`src/spw_pkg.sv`:
```
package spw_pkg;

	// ------------------------------
	// Character geometry
	// ------------------------------
	localparam int DATA_BODY_BITS = 8;
	localparam int CTRL_BODY_BITS = 2;

	// Receive FIFO sizing
	localparam int FIFO_ADDR_BITS = 3;
	localparam int FIFO_DEPTH     = 1 << FIFO_ADDR_BITS;

	// Data field of queued end markers
	localparam logic [DATA_BODY_BITS-1:0] EOP_DATA = 8'h00;
	localparam logic [DATA_BODY_BITS-1:0] EEP_DATA = 8'h01;

	typedef enum logic [2:0] {
		CHAR_DATA = 3'd0,
		CHAR_EOP  = 3'd1,
		CHAR_EEP  = 3'd2,
		CHAR_FCT  = 3'd3,
		CHAR_NULL = 3'd4,
		CHAR_TIME = 3'd5
	} char_kind_e;

	// Two control bits, LSB first on the line
	typedef enum logic [1:0] {
		CTRL_FCT = 2'd0,
		CTRL_EOP = 2'd1,
		CTRL_EEP = 2'd2,
		CTRL_ESC = 2'd3
	} ctrl_code_e;

	typedef struct packed {
		logic                      ctrl;
		logic [DATA_BODY_BITS-1:0] data;
	} fifo_word_t;

endpackage

```
`src/rx_regs_pkg.sv`:
```
package rx_regs_pkg;

	// ------------------------------
	// Wishbone geometry
	// ------------------------------
	localparam int WB_ADR_BITS  = 2;
	localparam int WB_DATA_BITS = 32;

	typedef logic [WB_DATA_BITS-1:0] wb_data_t;

	// Word addresses
	typedef enum logic [WB_ADR_BITS-1:0] {
		REG_STATUS = 2'd0,
		REG_DATA   = 2'd1,
		REG_TIME   = 2'd2,
		REG_FCT    = 2'd3
	} reg_addr_e;

	// ------------------------------
	// Status register bits
	// ------------------------------
	localparam int ST_EMPTY      = 0;
	localparam int ST_GOT_NULL   = 1;
	localparam int ST_PARITY_ERR = 2;
	localparam int ST_ESC_ERR    = 3;
	localparam int ST_OVERFLOW   = 4;
	localparam int ST_TICK       = 5;

	// FIFO empty indication in the data register
	localparam int DATA_EMPTY_BIT = 31;

endpackage

```
`src/spw_char_if.sv`:
```
`timescale 1ns/10ps

interface spw_char_if;

	// One-cycle strobe, no handshake back
	logic                               valid;
	spw_pkg::char_kind_e                kind;
	logic [spw_pkg::DATA_BODY_BITS-1:0] data;
	logic                               parity_err;

	modport dec (
		output valid,
		output kind,
		output data,
		output parity_err
	);

	// Sinks must consume in the valid cycle
	modport sink (
		input valid,
		input kind,
		input data,
		input parity_err
	);

endinterface

```
`src/spw_ds_bit_recovery.sv`:
```
`timescale 1ns/10ps

module spw_ds_bit_recovery (
	input  logic negedge_clk,
	input  logic rx_resetn,
	input  logic rx_din,
	input  logic rx_sin,
	output logic bit_valid,
	output logic bit_value
);

	logic d_meta;
	logic d_sync;
	logic s_meta;
	logic s_sync;
	logic ds_xor_r;
	logic ds_xor;

	// Data XOR strobe flips once per bit
	assign ds_xor = d_sync ^ s_sync;

	// ------------------------------
	// Synchronisers and edge detect
	// ------------------------------
	always_ff @(posedge negedge_clk or negedge rx_resetn)
	begin
		if (!rx_resetn)
		begin
			d_meta    <= 1'b0;
			d_sync    <= 1'b0;
			s_meta    <= 1'b0;
			s_sync    <= 1'b0;
			ds_xor_r  <= 1'b0;
			bit_valid <= 1'b0;
			bit_value <= 1'b0;
		end
		else
		begin
			d_meta    <= rx_din;
			d_sync    <= d_meta;
			s_meta    <= rx_sin;
			s_sync    <= s_meta;
			ds_xor_r  <= ds_xor;
			// Pulse once per change, data sampled alongside
			bit_valid <= ds_xor ^ ds_xor_r;
			bit_value <= d_sync;
		end
	end

endmodule

```
`src/spw_char_decoder.sv`:
```
`timescale 1ns/10ps

module spw_char_decoder (
	input  logic    negedge_clk,
	input  logic    rx_resetn,
	input  logic    bit_valid,
	input  logic    bit_value,
	output logic    esc_err,
	spw_char_if.dec chr
);

	typedef enum logic [1:0] {
		DEC_PARITY,
		DEC_FLAG,
		DEC_BODY
	} dec_state_e;

	dec_state_e                         state;
	logic [2:0]                         bit_cnt;
	logic                               par_bit;
	logic                               flag_bit;
	logic [spw_pkg::DATA_BODY_BITS-1:0] body;
	logic [spw_pkg::DATA_BODY_BITS-1:0] body_next;
	logic [spw_pkg::DATA_BODY_BITS-1:0] prev_body;
	logic                               first_char;
	logic                               esc_pend;
	logic                               perr_hold;
	logic                               last_bit;
	logic                               char_done;
	logic                               parity_bad;
	spw_pkg::ctrl_code_e                ctrl_code;

	// Body with the incoming bit merged in
	always_comb
	begin
		body_next          = body;
		body_next[bit_cnt] = bit_value;
	end

	assign last_bit = flag_bit ? (bit_cnt == 3'(spw_pkg::CTRL_BODY_BITS - 1))
	                           : (bit_cnt == 3'(spw_pkg::DATA_BODY_BITS - 1));
	assign char_done = bit_valid && (state == DEC_BODY) && last_bit;

	// Odd parity across this parity/flag and the previous body
	assign parity_bad = !first_char && !(^{par_bit, flag_bit, prev_body});
	assign ctrl_code  = spw_pkg::ctrl_code_e'(body_next[1:0]);

	// Shift data, cleared at each flag so control bodies stay zero-padded
	always_ff @(posedge negedge_clk)
	begin
		if (bit_valid && state == DEC_PARITY)
			par_bit <= bit_value;
		if (bit_valid && state == DEC_FLAG)
			body <= '0;
		else if (bit_valid && state == DEC_BODY)
			body <= body_next;
		if (char_done)
			prev_body <= body_next;
	end

	// ------------------------------
	// Character FSM and escape logic
	// ------------------------------
	always_ff @(posedge negedge_clk or negedge rx_resetn)
	begin
		if (!rx_resetn)
		begin
			state          <= DEC_PARITY;
			bit_cnt        <= '0;
			flag_bit       <= 1'b0;
			first_char     <= 1'b1;
			esc_pend       <= 1'b0;
			perr_hold      <= 1'b0;
			esc_err        <= 1'b0;
			chr.valid      <= 1'b0;
			chr.kind       <= spw_pkg::CHAR_DATA;
			chr.data       <= '0;
			chr.parity_err <= 1'b0;
		end
		else
		begin
			chr.valid <= 1'b0;
			esc_err   <= 1'b0;
			if (bit_valid)
			begin
				case (state)
					DEC_PARITY:
						state <= DEC_FLAG;
					DEC_FLAG:
					begin
						flag_bit <= bit_value;
						bit_cnt  <= '0;
						state    <= DEC_BODY;
					end
					DEC_BODY:
					begin
						if (last_bit)
						begin
							state      <= DEC_PARITY;
							first_char <= 1'b0;
						end
						else
							bit_cnt <= bit_cnt + 3'd1;
					end
					default:
						state <= DEC_PARITY;
				endcase
			end
			if (char_done)
			begin
				chr.data       <= body_next;
				chr.parity_err <= parity_bad | perr_hold;
				perr_hold      <= 1'b0;
				if (!flag_bit)
				begin
					// Data after ESC is a time code
					chr.valid <= 1'b1;
					chr.kind  <= esc_pend ? spw_pkg::CHAR_TIME : spw_pkg::CHAR_DATA;
					esc_pend  <= 1'b0;
				end
				else
				begin
					case (ctrl_code)
						spw_pkg::CTRL_FCT:
						begin
							chr.valid <= 1'b1;
							chr.kind  <= esc_pend ? spw_pkg::CHAR_NULL : spw_pkg::CHAR_FCT;
							esc_pend  <= 1'b0;
						end
						spw_pkg::CTRL_EOP,
						spw_pkg::CTRL_EEP:
						begin
							if (esc_pend)
							begin
								esc_err   <= 1'b1;
								esc_pend  <= 1'b0;
								perr_hold <= parity_bad | perr_hold;
							end
							else
							begin
								chr.valid <= 1'b1;
								chr.kind  <= (ctrl_code == spw_pkg::CTRL_EOP) ?
								             spw_pkg::CHAR_EOP : spw_pkg::CHAR_EEP;
							end
						end
						default:
						begin
							// Lone ESC waits; its parity result carries forward
							esc_err   <= esc_pend;
							esc_pend  <= !esc_pend;
							perr_hold <= parity_bad | perr_hold;
						end
					endcase
				end
			end
		end
	end

endmodule

```
`src/spw_rx_fifo.sv`:
```
`timescale 1ns/10ps

module spw_rx_fifo (
	input  logic                negedge_clk,
	input  logic                rx_resetn,
	input  logic                pop,
	input  logic                ovf_clear,
	output spw_pkg::fifo_word_t rd_data,
	output logic                empty,
	output logic                overflow,
	spw_char_if.sink            chr
);

	spw_pkg::fifo_word_t                mem [spw_pkg::FIFO_DEPTH];
	logic [spw_pkg::FIFO_ADDR_BITS:0]   wr_ptr;
	logic [spw_pkg::FIFO_ADDR_BITS:0]   rd_ptr;
	logic                               full;
	logic                               is_queued;
	logic                               push;
	spw_pkg::fifo_word_t                wr_word;

	// Extra pointer bit tells full from empty
	assign empty = (wr_ptr == rd_ptr);
	assign full  = (wr_ptr == {~rd_ptr[spw_pkg::FIFO_ADDR_BITS],
	                           rd_ptr[spw_pkg::FIFO_ADDR_BITS-1:0]});

	assign is_queued = chr.kind inside {spw_pkg::CHAR_DATA, spw_pkg::CHAR_EOP,
	                                    spw_pkg::CHAR_EEP};
	assign push      = chr.valid && is_queued && !full;
	assign rd_data   = mem[rd_ptr[spw_pkg::FIFO_ADDR_BITS-1:0]];

	always_comb
	begin
		case (chr.kind)
			spw_pkg::CHAR_EOP: wr_word = '{ctrl: 1'b1, data: spw_pkg::EOP_DATA};
			spw_pkg::CHAR_EEP: wr_word = '{ctrl: 1'b1, data: spw_pkg::EEP_DATA};
			default:           wr_word = '{ctrl: 1'b0, data: chr.data};
		endcase
	end

	always_ff @(posedge negedge_clk)
	begin
		if (push)
			mem[wr_ptr[spw_pkg::FIFO_ADDR_BITS-1:0]] <= wr_word;
	end

	// ------------------------------
	// Pointers and overflow
	// ------------------------------
	always_ff @(posedge negedge_clk or negedge rx_resetn)
	begin
		if (!rx_resetn)
		begin
			wr_ptr   <= '0;
			rd_ptr   <= '0;
			overflow <= 1'b0;
		end
		else
		begin
			if (push)
				wr_ptr <= wr_ptr + 1'b1;
			if (pop && !empty)
				rd_ptr <= rd_ptr + 1'b1;
			// New drop wins over a clear in the same cycle
			if (chr.valid && is_queued && full)
				overflow <= 1'b1;
			else if (ovf_clear)
				overflow <= 1'b0;
		end
	end

endmodule

```
`src/spw_rx_wb_slave.sv`:
```
`timescale 1ns/10ps

module spw_rx_wb_slave (
	input  logic                                negedge_clk,
	input  logic                                rx_resetn,
	input  logic                                wb_cyc,
	input  logic                                wb_stb,
	input  logic                                wb_we,
	input  logic [rx_regs_pkg::WB_ADR_BITS-1:0] wb_adr,
	input  rx_regs_pkg::wb_data_t               wb_dat_i,
	input  logic                                esc_err,
	input  spw_pkg::fifo_word_t                 rd_data,
	input  logic                                empty,
	input  logic                                overflow,
	output rx_regs_pkg::wb_data_t               wb_dat_o,
	output logic                                wb_ack,
	output logic                                pop,
	output logic                                ovf_clear,
	output logic                                rx_tick_out,
	output logic                                rx_got_fct,
	spw_char_if.sink                            chr
);

	rx_regs_pkg::reg_addr_e addr;
	logic                   access;
	logic                   rd_acc;
	logic                   st_wr;
	logic                   is_time;
	logic                   is_fct;
	logic                   got_null;
	logic                   par_flag;
	logic                   esc_flag;
	logic                   tick_pend;
	logic [7:0]             time_code;
	logic [7:0]             fct_cnt;

	assign addr    = rx_regs_pkg::reg_addr_e'(wb_adr);
	// Register side effects take place in the ack cycle
	assign access  = wb_ack && wb_cyc && wb_stb;
	assign rd_acc  = access && !wb_we;
	assign st_wr   = access && wb_we && (addr == rx_regs_pkg::REG_STATUS);
	assign is_time = chr.valid && (chr.kind == spw_pkg::CHAR_TIME);
	assign is_fct  = chr.valid && (chr.kind == spw_pkg::CHAR_FCT);

	assign pop       = rd_acc && (addr == rx_regs_pkg::REG_DATA) && !empty;
	assign ovf_clear = st_wr && wb_dat_i[rx_regs_pkg::ST_OVERFLOW];

	always_ff @(posedge negedge_clk)
	begin
		if (is_time)
			time_code <= chr.data;
	end

	// ------------------------------
	// Ack, pulses and sticky flags
	// ------------------------------
	always_ff @(posedge negedge_clk or negedge rx_resetn)
	begin
		if (!rx_resetn)
		begin
			wb_ack      <= 1'b0;
			rx_tick_out <= 1'b0;
			rx_got_fct  <= 1'b0;
			got_null    <= 1'b0;
			par_flag    <= 1'b0;
			esc_flag    <= 1'b0;
			tick_pend   <= 1'b0;
			fct_cnt     <= '0;
		end
		else
		begin
			wb_ack      <= wb_cyc && wb_stb && !wb_ack;
			rx_tick_out <= is_time;
			rx_got_fct  <= is_fct;
			// Write-one-to-clear first, new events override
			if (st_wr)
			begin
				got_null  <= got_null & ~wb_dat_i[rx_regs_pkg::ST_GOT_NULL];
				par_flag  <= par_flag & ~wb_dat_i[rx_regs_pkg::ST_PARITY_ERR];
				esc_flag  <= esc_flag & ~wb_dat_i[rx_regs_pkg::ST_ESC_ERR];
				tick_pend <= tick_pend & ~wb_dat_i[rx_regs_pkg::ST_TICK];
			end
			if (rd_acc && addr == rx_regs_pkg::REG_TIME)
				tick_pend <= 1'b0;
			if (chr.valid && chr.kind == spw_pkg::CHAR_NULL)
				got_null <= 1'b1;
			if (chr.valid && chr.parity_err)
				par_flag <= 1'b1;
			if (esc_err)
				esc_flag <= 1'b1;
			if (is_time)
				tick_pend <= 1'b1;
			// Counter wraps at 8 bits
			if (access && wb_we && addr == rx_regs_pkg::REG_FCT)
				fct_cnt <= '0;
			else if (is_fct)
				fct_cnt <= fct_cnt + 8'd1;
		end
	end

	// Read mux
	always_comb
	begin
		wb_dat_o = '0;
		case (addr)
			rx_regs_pkg::REG_STATUS:
			begin
				wb_dat_o[rx_regs_pkg::ST_EMPTY]      = empty;
				wb_dat_o[rx_regs_pkg::ST_GOT_NULL]   = got_null;
				wb_dat_o[rx_regs_pkg::ST_PARITY_ERR] = par_flag;
				wb_dat_o[rx_regs_pkg::ST_ESC_ERR]    = esc_flag;
				wb_dat_o[rx_regs_pkg::ST_OVERFLOW]   = overflow;
				wb_dat_o[rx_regs_pkg::ST_TICK]       = tick_pend;
			end
			rx_regs_pkg::REG_DATA:
			begin
				wb_dat_o[8:0]                         = rd_data;
				wb_dat_o[rx_regs_pkg::DATA_EMPTY_BIT] = empty;
			end
			rx_regs_pkg::REG_TIME:
				wb_dat_o[7:0] = time_code;
			default:
				wb_dat_o[7:0] = fct_cnt;
		endcase
	end

endmodule

```
`src/spw_rx_top.sv`:
```
`timescale 1ns/10ps

module spw_rx_top (
	input  logic                                negedge_clk,
	input  logic                                rx_resetn,
	input  logic                                rx_din,
	input  logic                                rx_sin,
	input  logic                                wb_cyc,
	input  logic                                wb_stb,
	input  logic                                wb_we,
	input  logic [rx_regs_pkg::WB_ADR_BITS-1:0] wb_adr,
	input  rx_regs_pkg::wb_data_t               wb_dat_i,
	output rx_regs_pkg::wb_data_t               wb_dat_o,
	output logic                                wb_ack,
	output logic                                rx_tick_out,
	output logic                                rx_got_fct
);

	logic                bit_valid;
	logic                bit_value;
	logic                esc_err;
	logic                pop;
	logic                ovf_clear;
	logic                empty;
	logic                overflow;
	spw_pkg::fifo_word_t rd_data;

	// Decoded character stream shared by FIFO and register block
	spw_char_if chr ();

	spw_ds_bit_recovery i_bit_rec (
		.negedge_clk (negedge_clk),
		.rx_resetn   (rx_resetn),
		.rx_din      (rx_din),
		.rx_sin      (rx_sin),
		.bit_valid   (bit_valid),
		.bit_value   (bit_value)
	);

	spw_char_decoder i_decoder (
		.negedge_clk (negedge_clk),
		.rx_resetn   (rx_resetn),
		.bit_valid   (bit_valid),
		.bit_value   (bit_value),
		.esc_err     (esc_err),
		.chr         (chr.dec)
	);

	spw_rx_fifo i_fifo (
		.negedge_clk (negedge_clk),
		.rx_resetn   (rx_resetn),
		.pop         (pop),
		.ovf_clear   (ovf_clear),
		.rd_data     (rd_data),
		.empty       (empty),
		.overflow    (overflow),
		.chr         (chr.sink)
	);

	spw_rx_wb_slave i_wb_slave (
		.negedge_clk (negedge_clk),
		.rx_resetn   (rx_resetn),
		.wb_cyc      (wb_cyc),
		.wb_stb      (wb_stb),
		.wb_we       (wb_we),
		.wb_adr      (wb_adr),
		.wb_dat_i    (wb_dat_i),
		.esc_err     (esc_err),
		.rd_data     (rd_data),
		.empty       (empty),
		.overflow    (overflow),
		.wb_dat_o    (wb_dat_o),
		.wb_ack      (wb_ack),
		.pop         (pop),
		.ovf_clear   (ovf_clear),
		.rx_tick_out (rx_tick_out),
		.rx_got_fct  (rx_got_fct),
		.chr         (chr.sink)
	);

endmodule

```
`config.mk`:
```
export PLATFORM = sky130hd
export DESIGN_NAME = spw_rx_top
export DESIGN_NICKNAME = d
export VERILOG_FILES = /design/src/spw_pkg.sv /design/src/rx_regs_pkg.sv /design/src/spw_char_if.sv /design/src/spw_ds_bit_recovery.sv /design/src/spw_char_decoder.sv /design/src/spw_rx_fifo.sv /design/src/spw_rx_wb_slave.sv /design/src/spw_rx_top.sv
export SDC_FILE = /design/constraint.sdc
export NUM_CORES = 1
export LEC_CHECK = 0
export BUFFER_PORTS_ARGS = -buffer_cell sky130_fd_sc_hd__buf_2
export CORE_MARGIN = 4
export CORE_UTILIZATION = 45
export DETAILED_ROUTE_END_ITERATION = 10
export GPL_ROUTABILITY_DRIVEN = 0
export PLACE_DENSITY = 0.65
export SLEW_MARGIN = 5
export SYNTH_ARGS = -nofsm -noshare
export SYNTH_HDL_FRONTEND = slang
export SYNTH_SLANG_ARGS = --single-unit
```
`constraint.sdc`:
```
create_clock -name negedge_clk -period 3 [get_ports negedge_clk]
set_input_delay 0.45 -clock negedge_clk [delete_from_list [all_inputs] [get_ports negedge_clk]]
set_output_delay 0.45 -clock negedge_clk [all_outputs]
set_load 0.02 [all_outputs]
```
Word-level counts from Yosys, hierarchy flattened
Memories as Yosys holds them, arrays and structs flattened.
Cells that the tools add are included.
Widths: inputs -> output; s select.
- register bits: 79
- memory bits (writable): 72
- input bits: 41
- output and inout port bits: 35
- word-level logic and storage cells: 172
- memories kept: 1
- memories (name ; depth ; bits a word ; read ports ; clocked after memory_dff ; wr ports ; RTL line ; source):
    i_fifo.mem ; 8 ; 9 ; 1 ; 0 ; 1 ; spw_rx_fifo.sv:14 ; spw_pkg::fifo_word_t mem [spw_pkg::FIFO_DEPTH];
- $add $sub $neg: 4
- $lt $le $gt $ge: 2
- eq/ne operators: 20
- muxes and demuxes: 47
- bitwise operators: 12
- reduce and logical (&&, ||, !) cells: 53
- operators by type and width (operator ; number):
    $mux 1 ; 27
    $logic_and 1x1->1 ; 26
    $pmux 6 s3 ; 1
    $pmux 9 s2 ; 1
    $mux 8 ; 2
    $mux 3 ; 5
    $pmux 2 s3 ; 2
    $pmux 3 s2 ; 2
    $reduce_bool 2->1 ; 6
    $reduce_xor 10->1 ; 1
    $eq 3x3->1 const B ; 3
    $reduce_and 3->1 ; 3
    $add 4x1->4 const B ; 2
    $add 8x1->8 const B ; 1
    $bwmux 8 ; 1
    $eq 2x2->1 const B ; 4
    $eq 4x4->1 ; 2
    $logic_not 1->1 ; 7
    $eq 2x1->1 const B ; 3
    $eq 3x1->1 const B ; 2
    $eq 3x2->1 const B ; 2
    $logic_not 2->1 ; 3
    $ne 3x3->1 const B ; 2
    $pmux 1 s2 ; 3
    16 further kinds ; 27

Depth between registers and ports, before layout
Gate-level depths: netlist of the first run.
- depth in word-level cells: 10
- depth in mapped cells: 11
- gate-level depth less buffers: 10

By module
A second synthesis of the first run with hierarchy kept.
- cell total of the unflattened synthesis: 493
- area, all modules: 6984.2 um^2
- by module, submodules not included (module ; instances ; cells each ; area an instance (um^2) ; seq. area each (um^2)):
    spw_rx_fifo ; 1 ; 176 ; 3420.8 ; 2387.3
    spw_char_decoder ; 1 ; 190 ; 2019.4 ; 1007.2
    spw_rx_wb_slave ; 1 ; 118 ; 1336.3 ; 615.6
    spw_ds_bit_recovery ; 1 ; 9 ; 207.7 ; 175.2

Least setup slack after synthesis of the first run
No wires, ideal clock.
- kind: register to register
- start: reg i_fifo.rd_ptr[0] in the netlist's numbering
- end: mem i_fifo.mem[0][0] in the netlist's numbering, enable pin
- setup time: 0.399 ns
- arrival time: 1.876 ns
- data required time: 2.601 ns
- setup slack: 0.725 ns
- cell stages (with the launch flop): 6
- path buffers: 1
- clock period less this slack: 2.275 ns
- path through: dfrtp_1 > buf_2 > xnor2_1 > nand4_1 > nand2_1 > nor4_1
- word-level cells in the longest chain between the ends: 5
- RTL lines (element ; RTL line ; source):
    from (decl) ; spw_rx_fifo.sv:16 ; logic [spw_pkg::FIFO_ADDR_BITS:0] rd_ptr;
    from (signal assigned) ; spw_rx_fifo.sv:63 ; rd_ptr <= rd_ptr + 1'b1;
    $eq 4x4->1 ; spw_rx_fifo.sv:24 ; assign full = (wr_ptr == {~rd_ptr[spw_pkg::FIFO_ADDR_BITS],
    $logic_not 1->1 ; spw_rx_fifo.sv:29 ; assign push = chr.valid && is_queued && !full;
    $logic_and 1x1->1 ; spw_rx_fifo.sv:29 ;
    $mux 1 ; spw_rx_fifo.sv:43 ; if (push)
    $mux 1 (implied by the code) ; spw_rx_fifo.sv:44 ; mem[wr_ptr[spw_pkg::FIFO_ADDR_BITS-1:0]] <= wr_word;
    to (decl) ; spw_rx_fifo.sv:14 ;
No other way between the ends.

Worst setup path in the final report of the first run
- start: reg i_fifo.rd_ptr[2] in the netlist's numbering
- end: out wb_dat_o[4]
- word-level cells in the longest chain between the ends: 2
- RTL lines (element ; RTL line ; source):
    $mem_v2 8x9 ; - ;
    $pmux 6 s3 ; spw_rx_wb_slave.sv:105 ; case (addr)
    to (decl) ; spw_rx_top.sv:13 ; output rx_regs_pkg::wb_data_t wb_dat_o,
No other way between the ends.

==> impl_metrics.json, run 1 <==
{
  "cp.arrival_ns": 2.36,
  "initial_utilization_pct": 46.0,
  "syn_avg_cell_area_um2": 12.9,
  "tightestPinTransition_ns": 0.868,
  "die-area_mm2": 0.0169,
  "post_cts_buffers": 0,
  "synth_top_cell_by_area": "edfxtp_1",
  "drt-initial-drc-count": 215,
  "drive_gt1_share_pct": 18.3,
  "min_period_over_period_pct": 93.7,
  "cts-root-buf": "clkbuf_16",
  "synth_top_family_by_area": "simple AND/OR/NAND/NOR gates",
  "antenna_found_initial": 0,
  "max_freq_mhz": 356,
  "hp-start": "rx_din",
  "synth-edff-count": 89,
  "vias_per_cell": 5.39,
  "syn_inst": 520,
  "io_pins": 76,
  "grt_usage_pct": 16.9,
  "htree_levels": 4,
  "synth-adder-area-share_pct": 1.30,
  "p_per_area_mw_per_mm2": 825,
  "rsz0062_at_grt": "false",
  "area_growth_pct": 13.4,
  "clk_pin_slew_ns": 0.07,
  "wl_per_cell_um": 17.8,
  "slew_headroom_pct": 41.5,
  "reg2reg_depth": 10,
  "status": "finished, final reports clean",
  "use_met3_pct": 3.64,
  "cts-resized-gates": 0,
  "whs_ns": 0.128,
  "synth_cell_types": 54,
  "layout_commonest_cell": "edfxtp_1",
  "synthSimpleGateAreaFrac_pct": 11.8,
  "synth_compound_area_share_pct": 6.58,
  "cts_hold_buffers": 0,
  "skew_ns": 0.0106,
  "dr.pass1.iters": 5,
  "hold_class": "in -> reg",
  "coreArea_mm2": 0.0146,
  "layout_min_cycle_time_ns": 2.81,
  "grt_pass1_vias": 3926,
  "max-vdd-ir-drop_v": 0.000499,
  "synth_area_leaders": "edfxtp_1 40%, dfrtp_1 20%, mux2i_1 4.0%",
  "final_cell_mix": "89 x edfxtp_1, 59 x nand2_1, 53 x dfrtp_1",
  "yosysTopAreaCellShare_pct": 39.8,
  "die_h_um": 130,
  "worstPathRequired_ns": 2.55,
  "cp-start-kind": "flip-flop",
  "crit_type": "reg -> out",
  "maxSlewViolCount": 0,
  "async_reset_ff_share_pct": 35.8,
  "nets": 604,
  "hpwl_mm": 9.16,
  "cts_made_buffers": 17,
  "dr_total_vias": 4060,
  "groute.layer.met2.usage_pct": 27.5,
  "r2r-start": "i_decoder.bit_cnt[0]",
  "yosysSeqAreaShare_pct": 62.3,
  "worstSetupEndpointType": "output pin",
  "hold_depth": 1,
  "ys_warn_count": 0,
  "route.detailed.drc": 0,
  "rows": 44,
  "synth_mux_area_share_pct": 9.22,
  "grt_util_met1_pct": 22.1,
  "dpl_cell_area_mm2": 0.00702,
  "overflow": 0,
  "ys_ff_latch": 151,
  "fin_tns_setup_ns": 0,
  "die_w_um": 130,
  "port_buffers": 26,
  "synth_area_mm2": 0.00672,
  "grt_pass1_wl_mm": 21.5,
  "grt_max_degree": 39,
  "antenna_cells": 0,
  "synth_ff_type": "edfxtp_1",
  "maxCapViolCount": 0,
  "design_area_mm2": 0.00762,
  "grt_busiest_layer": "met2",
  "path_max_fanout": 12,
  "clkLatencyLatePin_ns": 0.42,
  "startpoint": "i_fifo.rd_ptr[2]",
  "ant_nets": 0,
  "synth_xor_area_share_pct": 3.86,
  "cts.path.max_buffers": 2,
  "clock-sinks": 151,
  "setup_viol": 0,
  "wl_mm": 13.4,
  "hold_violations": 0,
  "cts_tree": "built",
  "p_leak_nw": 2.96
}
[flip-flops by register name (all words and copies together), names as in the netlist, 2 cells and up]
register              count
i_decoder.chr.kind        3
i_decoder.prev_body       8
i_decoder.chr.data        8
i_fifo.mem               72
i_fifo.wr_ptr             4
i_decoder.body            8
i_decoder.state           2
i_wb_slave.time_code      8
i_fifo.rd_ptr             4
i_decoder.bit_cnt         3
i_wb_slave.fct_cnt        8
[cell families (layout without fill, tap and decap cells)]
kind of cell	Yosys count	count (layout)
adder cells (fa/ha/maj)	7	7
AO/OA/AOI/OAI	70	70
other	1	22
multiplexers	48	48
flip-flops	151	151
XOR/XNOR	28	28
AND/OR/NAND/NOR	159	159
buffers and inverters	56	84
[Yosys cell counts, drive strengths merged, types with 2 or more instances]
library cell and n:
nand3b 5, nand4b 2, nor2 30, nor3 9, and3 3, o2111ai 2
edfxtp 89, nand3 16, o21ai 25, mux2i 27, xor2 10, dfrtp 53
and2 3, nand2b 5, nand4 5, buf 37, inv 7, and4b 2
o211ai 12, mux2 11, a21o 4, o31ai 4, nor2b 13, xnor2 17
nor3b 2, mux4 10, dfxtp 8, ha 7, o21bai 2, nand2 59
nor4 2, a21oi 15, clkbuf 12
[power breakdown]
| part | total [W] | leakage (nW) | switching [W] | internal (W) |
|---|---|---|---|---|
| clock | 0.00208 | 0.297 | 0.000828 | 0.00126 |
| combinational | 0.00129 | 1.08 | 0.000785 | 0.000504 |
| sequential | 0.00291 | 1.58 | 0.000310 | 0.00260 |
| total | 0.00628 | 2.96 | 0.00192 | 0.00436 |
[worst paths after layout]
kind,slack (ns),endpoint
worst min register to register,0.35,i_bit_rec.d_sync
max in group asynchronous,2.11,i_fifo.wr_ptr[2]
worst max register to register,0.61,i_decoder.chr.kind[0]
worst max-delay path,0.19,wb_dat_o[4]
min in group asynchronous,0.14,i_wb_slave.fct_cnt[0]
worst min-delay path,0.13,i_bit_rec.d_meta
[routing by layer]
layer	routed length, um	up-vias
li1	-	1912
met1	5780	2036
met2	6820	92
met4	285	0
met3	541	20
met5	0	-
[stage by stage]
step / worst slack [ns] / util, % / power (W) / cells
global route: 0.117 / 52.2 / 0.00661 / 753
finish: 0.190 / 52.2 / 0.00628 / 753
floorplan: 0.725 / - / 0.00385 / 541
detailed placement: 0.616 / 48.1 / 0.00424 / 721
CTS: 0.205 / 52.2 / 0.00633 / 753
global placement: 0.658 / 48.1 / 0.00416 / 721
[area by class of cell]
cell class / count / area [um^2]
Tap cell: 184 / 230
Fill cell: 1228 / 6970
Multi-Input combinational cell: 334 / 2290
Sequential cell: 151 / 4190
Timing Repair Buffer: 45 / 285
Clock buffer: 24 / 536
Clock inverter: 8 / 56.3
Inverter: 7 / 31.3
[critical path: stages, from the launching register on]
cell,delay (ns)
dfrtp_1,0.49
buf_4,0.25
nor2b_1,0.51
a21oi_1,0.14
o211ai_1,0.18
o211ai_1,0.18
buf_2,0.20
No activity file was read; power rests on OpenSTA's default activity.
==> inputs of run 2 (changes only) <==
Clock period 3 ns to 3.05 ns, I/O delays scaled along.
==> run 2 against run 1 <==
Effect of this change:
- total power is 0.79% lower
- sequential cell count is the same
- critical path depth unchanged
- largest cell class unchanged
- register-to-register slack improved by 0.02 ns
- highest routed layer unchanged
- critical path type unchanged
==> impl_metrics.json, run 2 (same netlist as run 1, synthesis figures left out) <==
{
  "status": "finished, final reports clean",
  "max_freq_mhz": 358,
  "max-vdd-ir-drop_v": 0.000470,
  "timing.final.ws_setup_ns": 0.253,
  "hold_class": "in -> async",
  "worstSetupEndpointType": "output pin",
  "path_max_fanout": 12,
  "grt_usage_pct": 17.0,
  "layout_commonest_cell": "edfxtp_1",
  "hpwl_mm": 9.05,
  "grt_pass1_wl_mm": 21.5,
  "hold_violations": 0,
  "cts-resized-gates": 0,
  "crit_type": "reg -> out",
  "wl_mm": 13.4,
  "power.total_w": 0.00623,
  "worstPathRequired_ns": 2.59,
  "grt_max_degree": 39,
  "dr.pass1.iters": 4,
  "clkLatencyLatePin_ns": 0.43,
  "cp-start-kind": "flip-flop",
  "cts_tree": "built",
  "initial_utilization_pct": 46.0,
  "dr_total_vias": 3996,
  "cpPeakStageDelay_ns": 0.50,
  "tightestPinTransition_ns": 0.823,
  "setup_viol": 0,
  "dp.cells": 721,
  "cpMostUsedCell": "o211ai_1",
  "drt-initial-drc-count": 293,
  "largest_reg_flops": 72,
  "final_cell_mix": "89 x edfxtp_1, 59 x nand2_1, 53 x dfrtp_1",
  "skew_ns": 0.0119,
  "route.detailed.drc": 0,
  "antenna_cells": 0,
  "rows": 44,
  "io_pins": 76,
  "cts_made_buffers": 17,
  "wl_per_cell_um": 17.8,
  "clk_pin_slew_ns": 0.06,
  "vias_per_cell": 5.31,
  "drive_gt1_share_pct": 18.3,
  "die-area_mm2": 0.0169,
  "ant_nets": 0,
  "wl_met2_mm": 6.71,
  "grt_pass1_vias": 3933,
  "maxCapViolCount": 0,
  "port_buffers": 26,
  "cts_hold_buffers": 0,
  "cp_cell_sequence": "buf_4 -> nor2b_1 -> a21oi_1 -> o211ai_1 -> o211ai_1 -> buf_2",
  "dpl_worst_slack_ns": 0.661,
  "critPathBufInv": 2,
  "wl_met1_mm": 5.71,
  "slew_headroom_pct": 44.5,
  "coreArea_mm2": 0.0146,
  "whs_ns": 0.128,
  "p_per_area_mw_per_mm2": 816,
  "rsz0062_at_grt": "false",
  "die_w_um": 130,
  "clock-sinks": 151,
  "top_layer": "met4",
  "layout_min_cycle_time_ns": 2.80,
  "cts-root-buf": "clkbuf_16",
  "maxSlewViolCount": 0,
  "htree_levels": 4,
  "antenna_found_initial": 0,
  "cp.arrival_ns": 2.34,
  "fin_tns_setup_ns": 0,
  "nets": 604,
  "layoutNonFillerInstCount": 753,
  "die_h_um": 130,
  "wl_met3_um": 676,
  "slowest_stage": "nor2b_1",
  "critPathTopFamily": "simple AND/OR/NAND/NOR gates",
  "overflow": 0,
  "min_period_over_period_pct": 91.7,
  "post_cts_buffers": 0,
  "cts.path.max_buffers": 2,
  "p_leak_nw": 2.97,
  "area_growth_pct": 13.7
}
-- run 2: changes by cell type in the layout (fill, tap and decap cells not counted), sizes merged --
cell / change
clkbuf: +2
clkinv: -2
-- run 2: per-layer routing --
layer | global-route usage [%] | vias to the layer above
li1 | - | 1911
met1 | 21.8 | 1956
met2 | 27.7 | 104
met3 | 3.77 | 25
met4 | 7.27 | 0
met5 | 0 | -
-- run 2: worst reg2reg max path, stage by stage (launching register included) --
cell,delay (ns)
dfrtp_1,0.57
nor2b_1,0.30
nor2b_1,0.20
mux2i_1,0.25
inv_1,0.09
ha_1,0.35
nand2b_1,0.18
o21ai_0,0.08
nor2_1,0.05
a21oi_1,0.14
o21ai_1,0.07
-- run 2: final timing paths --
check | start | endpoint | slack (ns) | cells after the start
worst max-delay path | i_fifo.rd_ptr[2] | wb_dat_o[4] | 0.25 | 6
worst min-delay path | rx_resetn | i_wb_slave.fct_cnt[0] | 0.13 | 1
worst max register to register | i_decoder.bit_cnt[0] | i_decoder.chr.kind[0] | 0.63 | 10
worst min register to register | i_bit_rec.d_meta | i_bit_rec.d_sync | 0.35 | 0
max in group asynchronous | rx_resetn | i_fifo.rd_ptr[1] | 2.17 | 2
min in group negedge_clk | rx_din | i_bit_rec.d_meta | 0.13 | 1
-- run 2: layout make-up --
class,count,area (um^2)
Inverter,7,31.3
Clock buffer,26,568
Clock inverter,6,47.5
Fill cell,1189,6950
Tap cell,184,230
Sequential cell,151,4190
Timing Repair Buffer,45,285
Multi-Input combinational cell,334,2290
-- run 2: stage by stage --
step | area [um^2] | util (%)
5_1_grt | 7640 | 52.4
4_1_cts | 7640 | 52.4
6_report | 7640 | 52.4
3_3_place_gp | 7020 | 48.1
2_1_floorplan | 6800 | -
3_5_place_dp | 7020 | 48.1
-- run 2: power by group --
part / switching [W] / leakage, nW / internal, W / total (W)
Sequential: 0.000303 / 1.58 / 0.00256 / 0.00286
Clock: 0.000810 / 0.306 / 0.00130 / 0.00211
Combinational: 0.000770 / 1.08 / 0.000495 / 0.00127
Total: 0.00188 / 2.97 / 0.00435 / 0.00623
==> inputs of run 3 (changes only) <==
Settings changed: PLACE_DENSITY 0.65 to not set.
==> run 3 against run 2 <==
Effect of this change:
- via count unchanged
- clock power up 2%
- worst setup slack worse by 0.084 ns
- critical path depth down 1
- largest power group unchanged
- sequential power about the same
- clock skew down 0.0033 ns
- critical endpoint is now wb_dat_o[3]
==> impl_metrics.json, run 3 (same netlist as run 1, synthesis figures left out) <==
{
  "cts_hold_buffers": 0,
  "cts_made_buffers": 17,
  "clock-sinks": 151,
  "layout_commonest_cell": "edfxtp_1",
  "wl_per_cell_um": 17.8,
  "post_cts_buffers": 0,
  "hpwl_mm": 9.15,
  "grt_pass1_wl_mm": 21.8,
  "r2r-end": "i_decoder.chr.kind[0]",
  "maxCapViolCount": 0,
  "dr.pass1.iters": 4,
  "fin_tns_setup_ns": 0,
  "setup_viol": 0,
  "cts_tree": "built",
  "antenna_found_initial": 0,
  "wl_mm": 13.4,
  "rsz0062_at_grt": "false",
  "route.detailed.drc": 0,
  "comb_power_share_pct": 20.0,
  "hold_violations": 0,
  "overflow": 0,
  "maxSlewViolCount": 0,
  "slew_headroom_pct": 40.0,
  "final_cell_mix": "89 x edfxtp_1, 59 x nand2_1, 53 x dfrtp_1",
  "drt-initial-drc-count": 202,
  "grt_max_degree": 39,
  "cp.arrival_ns": 2.42,
  "cts.path.max_buffers": 2,
  "p_sw_share_pct": 29.3,
  "cp-start-kind": "flip-flop",
  "die-area_mm2": 0.0169,
  "worstPathRequired_ns": 2.59,
  "p_per_area_mw_per_mm2": 820,
  "worstSetupEndpointType": "output pin",
  "skew_ns": 0.00855,
  "dpl_cell_area_mm2": 0.00702,
  "reg2reg_depth": 10,
  "layout_min_cycle_time_ns": 2.88,
  "hp-start": "rx_sin",
  "grt_usage_pct": 17.1,
  "drive_gt1_share_pct": 18.1,
  "clkLatencyLatePin_ns": 0.42,
  "nets": 604,
  "clkPwrFrac_pct": 34.3,
  "die_w_um": 130,
  "cts-root-buf": "clkbuf_16",
  "grt_pass1_vias": 4002,
  "coreArea_mm2": 0.0146,
  "hold_class": "in -> reg",
  "vias_per_cell": 5.31,
  "design_area_mm2": 0.00765,
  "largest_reg_flops": 72,
  "holdPathEnd": "i_bit_rec.s_meta",
  "p_leak_nw": 2.97,
  "hold_depth": 1,
  "area_growth_pct": 14.0,
  "tightestPinTransition_ns": 0.890,
  "r2r_slack_ns": 0.70,
  "seq_power_share_pct": 45.6,
  "die_h_um": 130,
  "crit_type": "reg -> out",
  "max-vdd-ir-drop_v": 0.000516,
  "p_int_w": 0.00444,
  "r2r-start": "i_decoder.bit_cnt[0]",
  "status": "finished, final reports clean",
  "max_freq_mhz": 347,
  "rows": 44,
  "antenna_cells": 0,
  "initial_utilization_pct": 46.0,
  "path_max_fanout": 16,
  "port_buffers": 26,
  "min_period_over_period_pct": 94.5,
  "io_pins": 76,
  "clk_pin_slew_ns": 0.06,
  "n_fill_cell": 1240,
  "dr_total_vias": 3996,
  "ant_nets": 0,
  "power.switching_w": 0.00184,
  "cts-resized-gates": 0,
  "htree_levels": 4
}
==> run 3: cell count changes in the layout (fill, tap and decap cells not counted), sizes merged <==
cell / before / now
clkbuf: 26 / 27
inv: 10 / 7
bufinv: 0 / 1
clkinvlp: 0 / 1
==> run 3: cell type report <==
type | instances | area (um^2) | share of cell area (%)
repair buffers | 45 | 285 | 3.73
clock inverters | 5 | 52.6 | 0.686
flip-flops and latches | 151 | 4190 | 54.7
inverters | 7 | 31.3 | 0.409
clock buffers | 27 | 578 | 7.55
multi-input cells | 334 | 2290 | 29.9
well taps | 184 | 230 | 3.01
==> run 3: power groups by stage <==
| stage | registers, W | clock network (W) | logic, W |
|---|---|---|---|
| 6_report | 0.00286 | 0.00216 | 0.00126 |
| 4_1_cts | 0.00287 | 0.00219 | 0.00127 |
| 3_3_place_gp | 0.00289 | 0 | 0.00122 |
| 2_1_floorplan | 0.00271 | 0 | 0.00108 |
| 3_5_place_dp | 0.00290 | 0 | 0.00126 |
| 5_1_grt | 0.00291 | 0.00228 | 0.00143 |
==> run 3: routing by layer <==
layer  GRT usage (%)  part of all wire [%]
met5               0                     0
met4            6.17                   1.6
met3            4.05                   3.8
met2            27.0                    48
met1            23.4                    46
==> run 3: critical path: stages, from the launching register on <==
cell,delay (ns)
dfrtp_1,0.66
nor2b_1,0.63
a21oi_1,0.13
o211ai_1,0.19
o211ai_1,0.18
buf_2,0.20
==> run 3: worst max-delay path by stage <==
stage / startpoint / to / slack, ns / cells after the start
after global placement: i_fifo.rd_ptr[2] / wb_dat_o[5] / 0.58 / 5
after CTS: i_fifo.rd_ptr[2] / wb_dat_o[4] / 0.13 / 5
after floorplan: i_fifo.rd_ptr[0] / i_fifo.mem[0][0] / 0.78 / 5
after global routing: i_fifo.rd_ptr[2] / wb_dat_o[2] / 0.04 / 5
final: i_fifo.rd_ptr[2] / wb_dat_o[3] / 0.17 / 5
after detailed placement: i_fifo.rd_ptr[2] / wb_dat_o[4] / 0.58 / 5
==> run 3: through the flow <==
step | setup slack [ns] | std cells | util (%) | total power [W] | hold slack [ns]
finish | 0.169 | 753 | 52.5 | 0.00627 | 0.150
global route | 0.0362 | 753 | 52.5 | 0.00662 | 0.137
CTS | 0.131 | 753 | 52.5 | 0.00632 | 0.134
detailed placement | 0.578 | 721 | 48.1 | 0.00416 | 0.335
global placement | 0.579 | 721 | 48.1 | 0.00411 | 0.334
floorplan | 0.775 | 541 | - | 0.00378 | 0.162
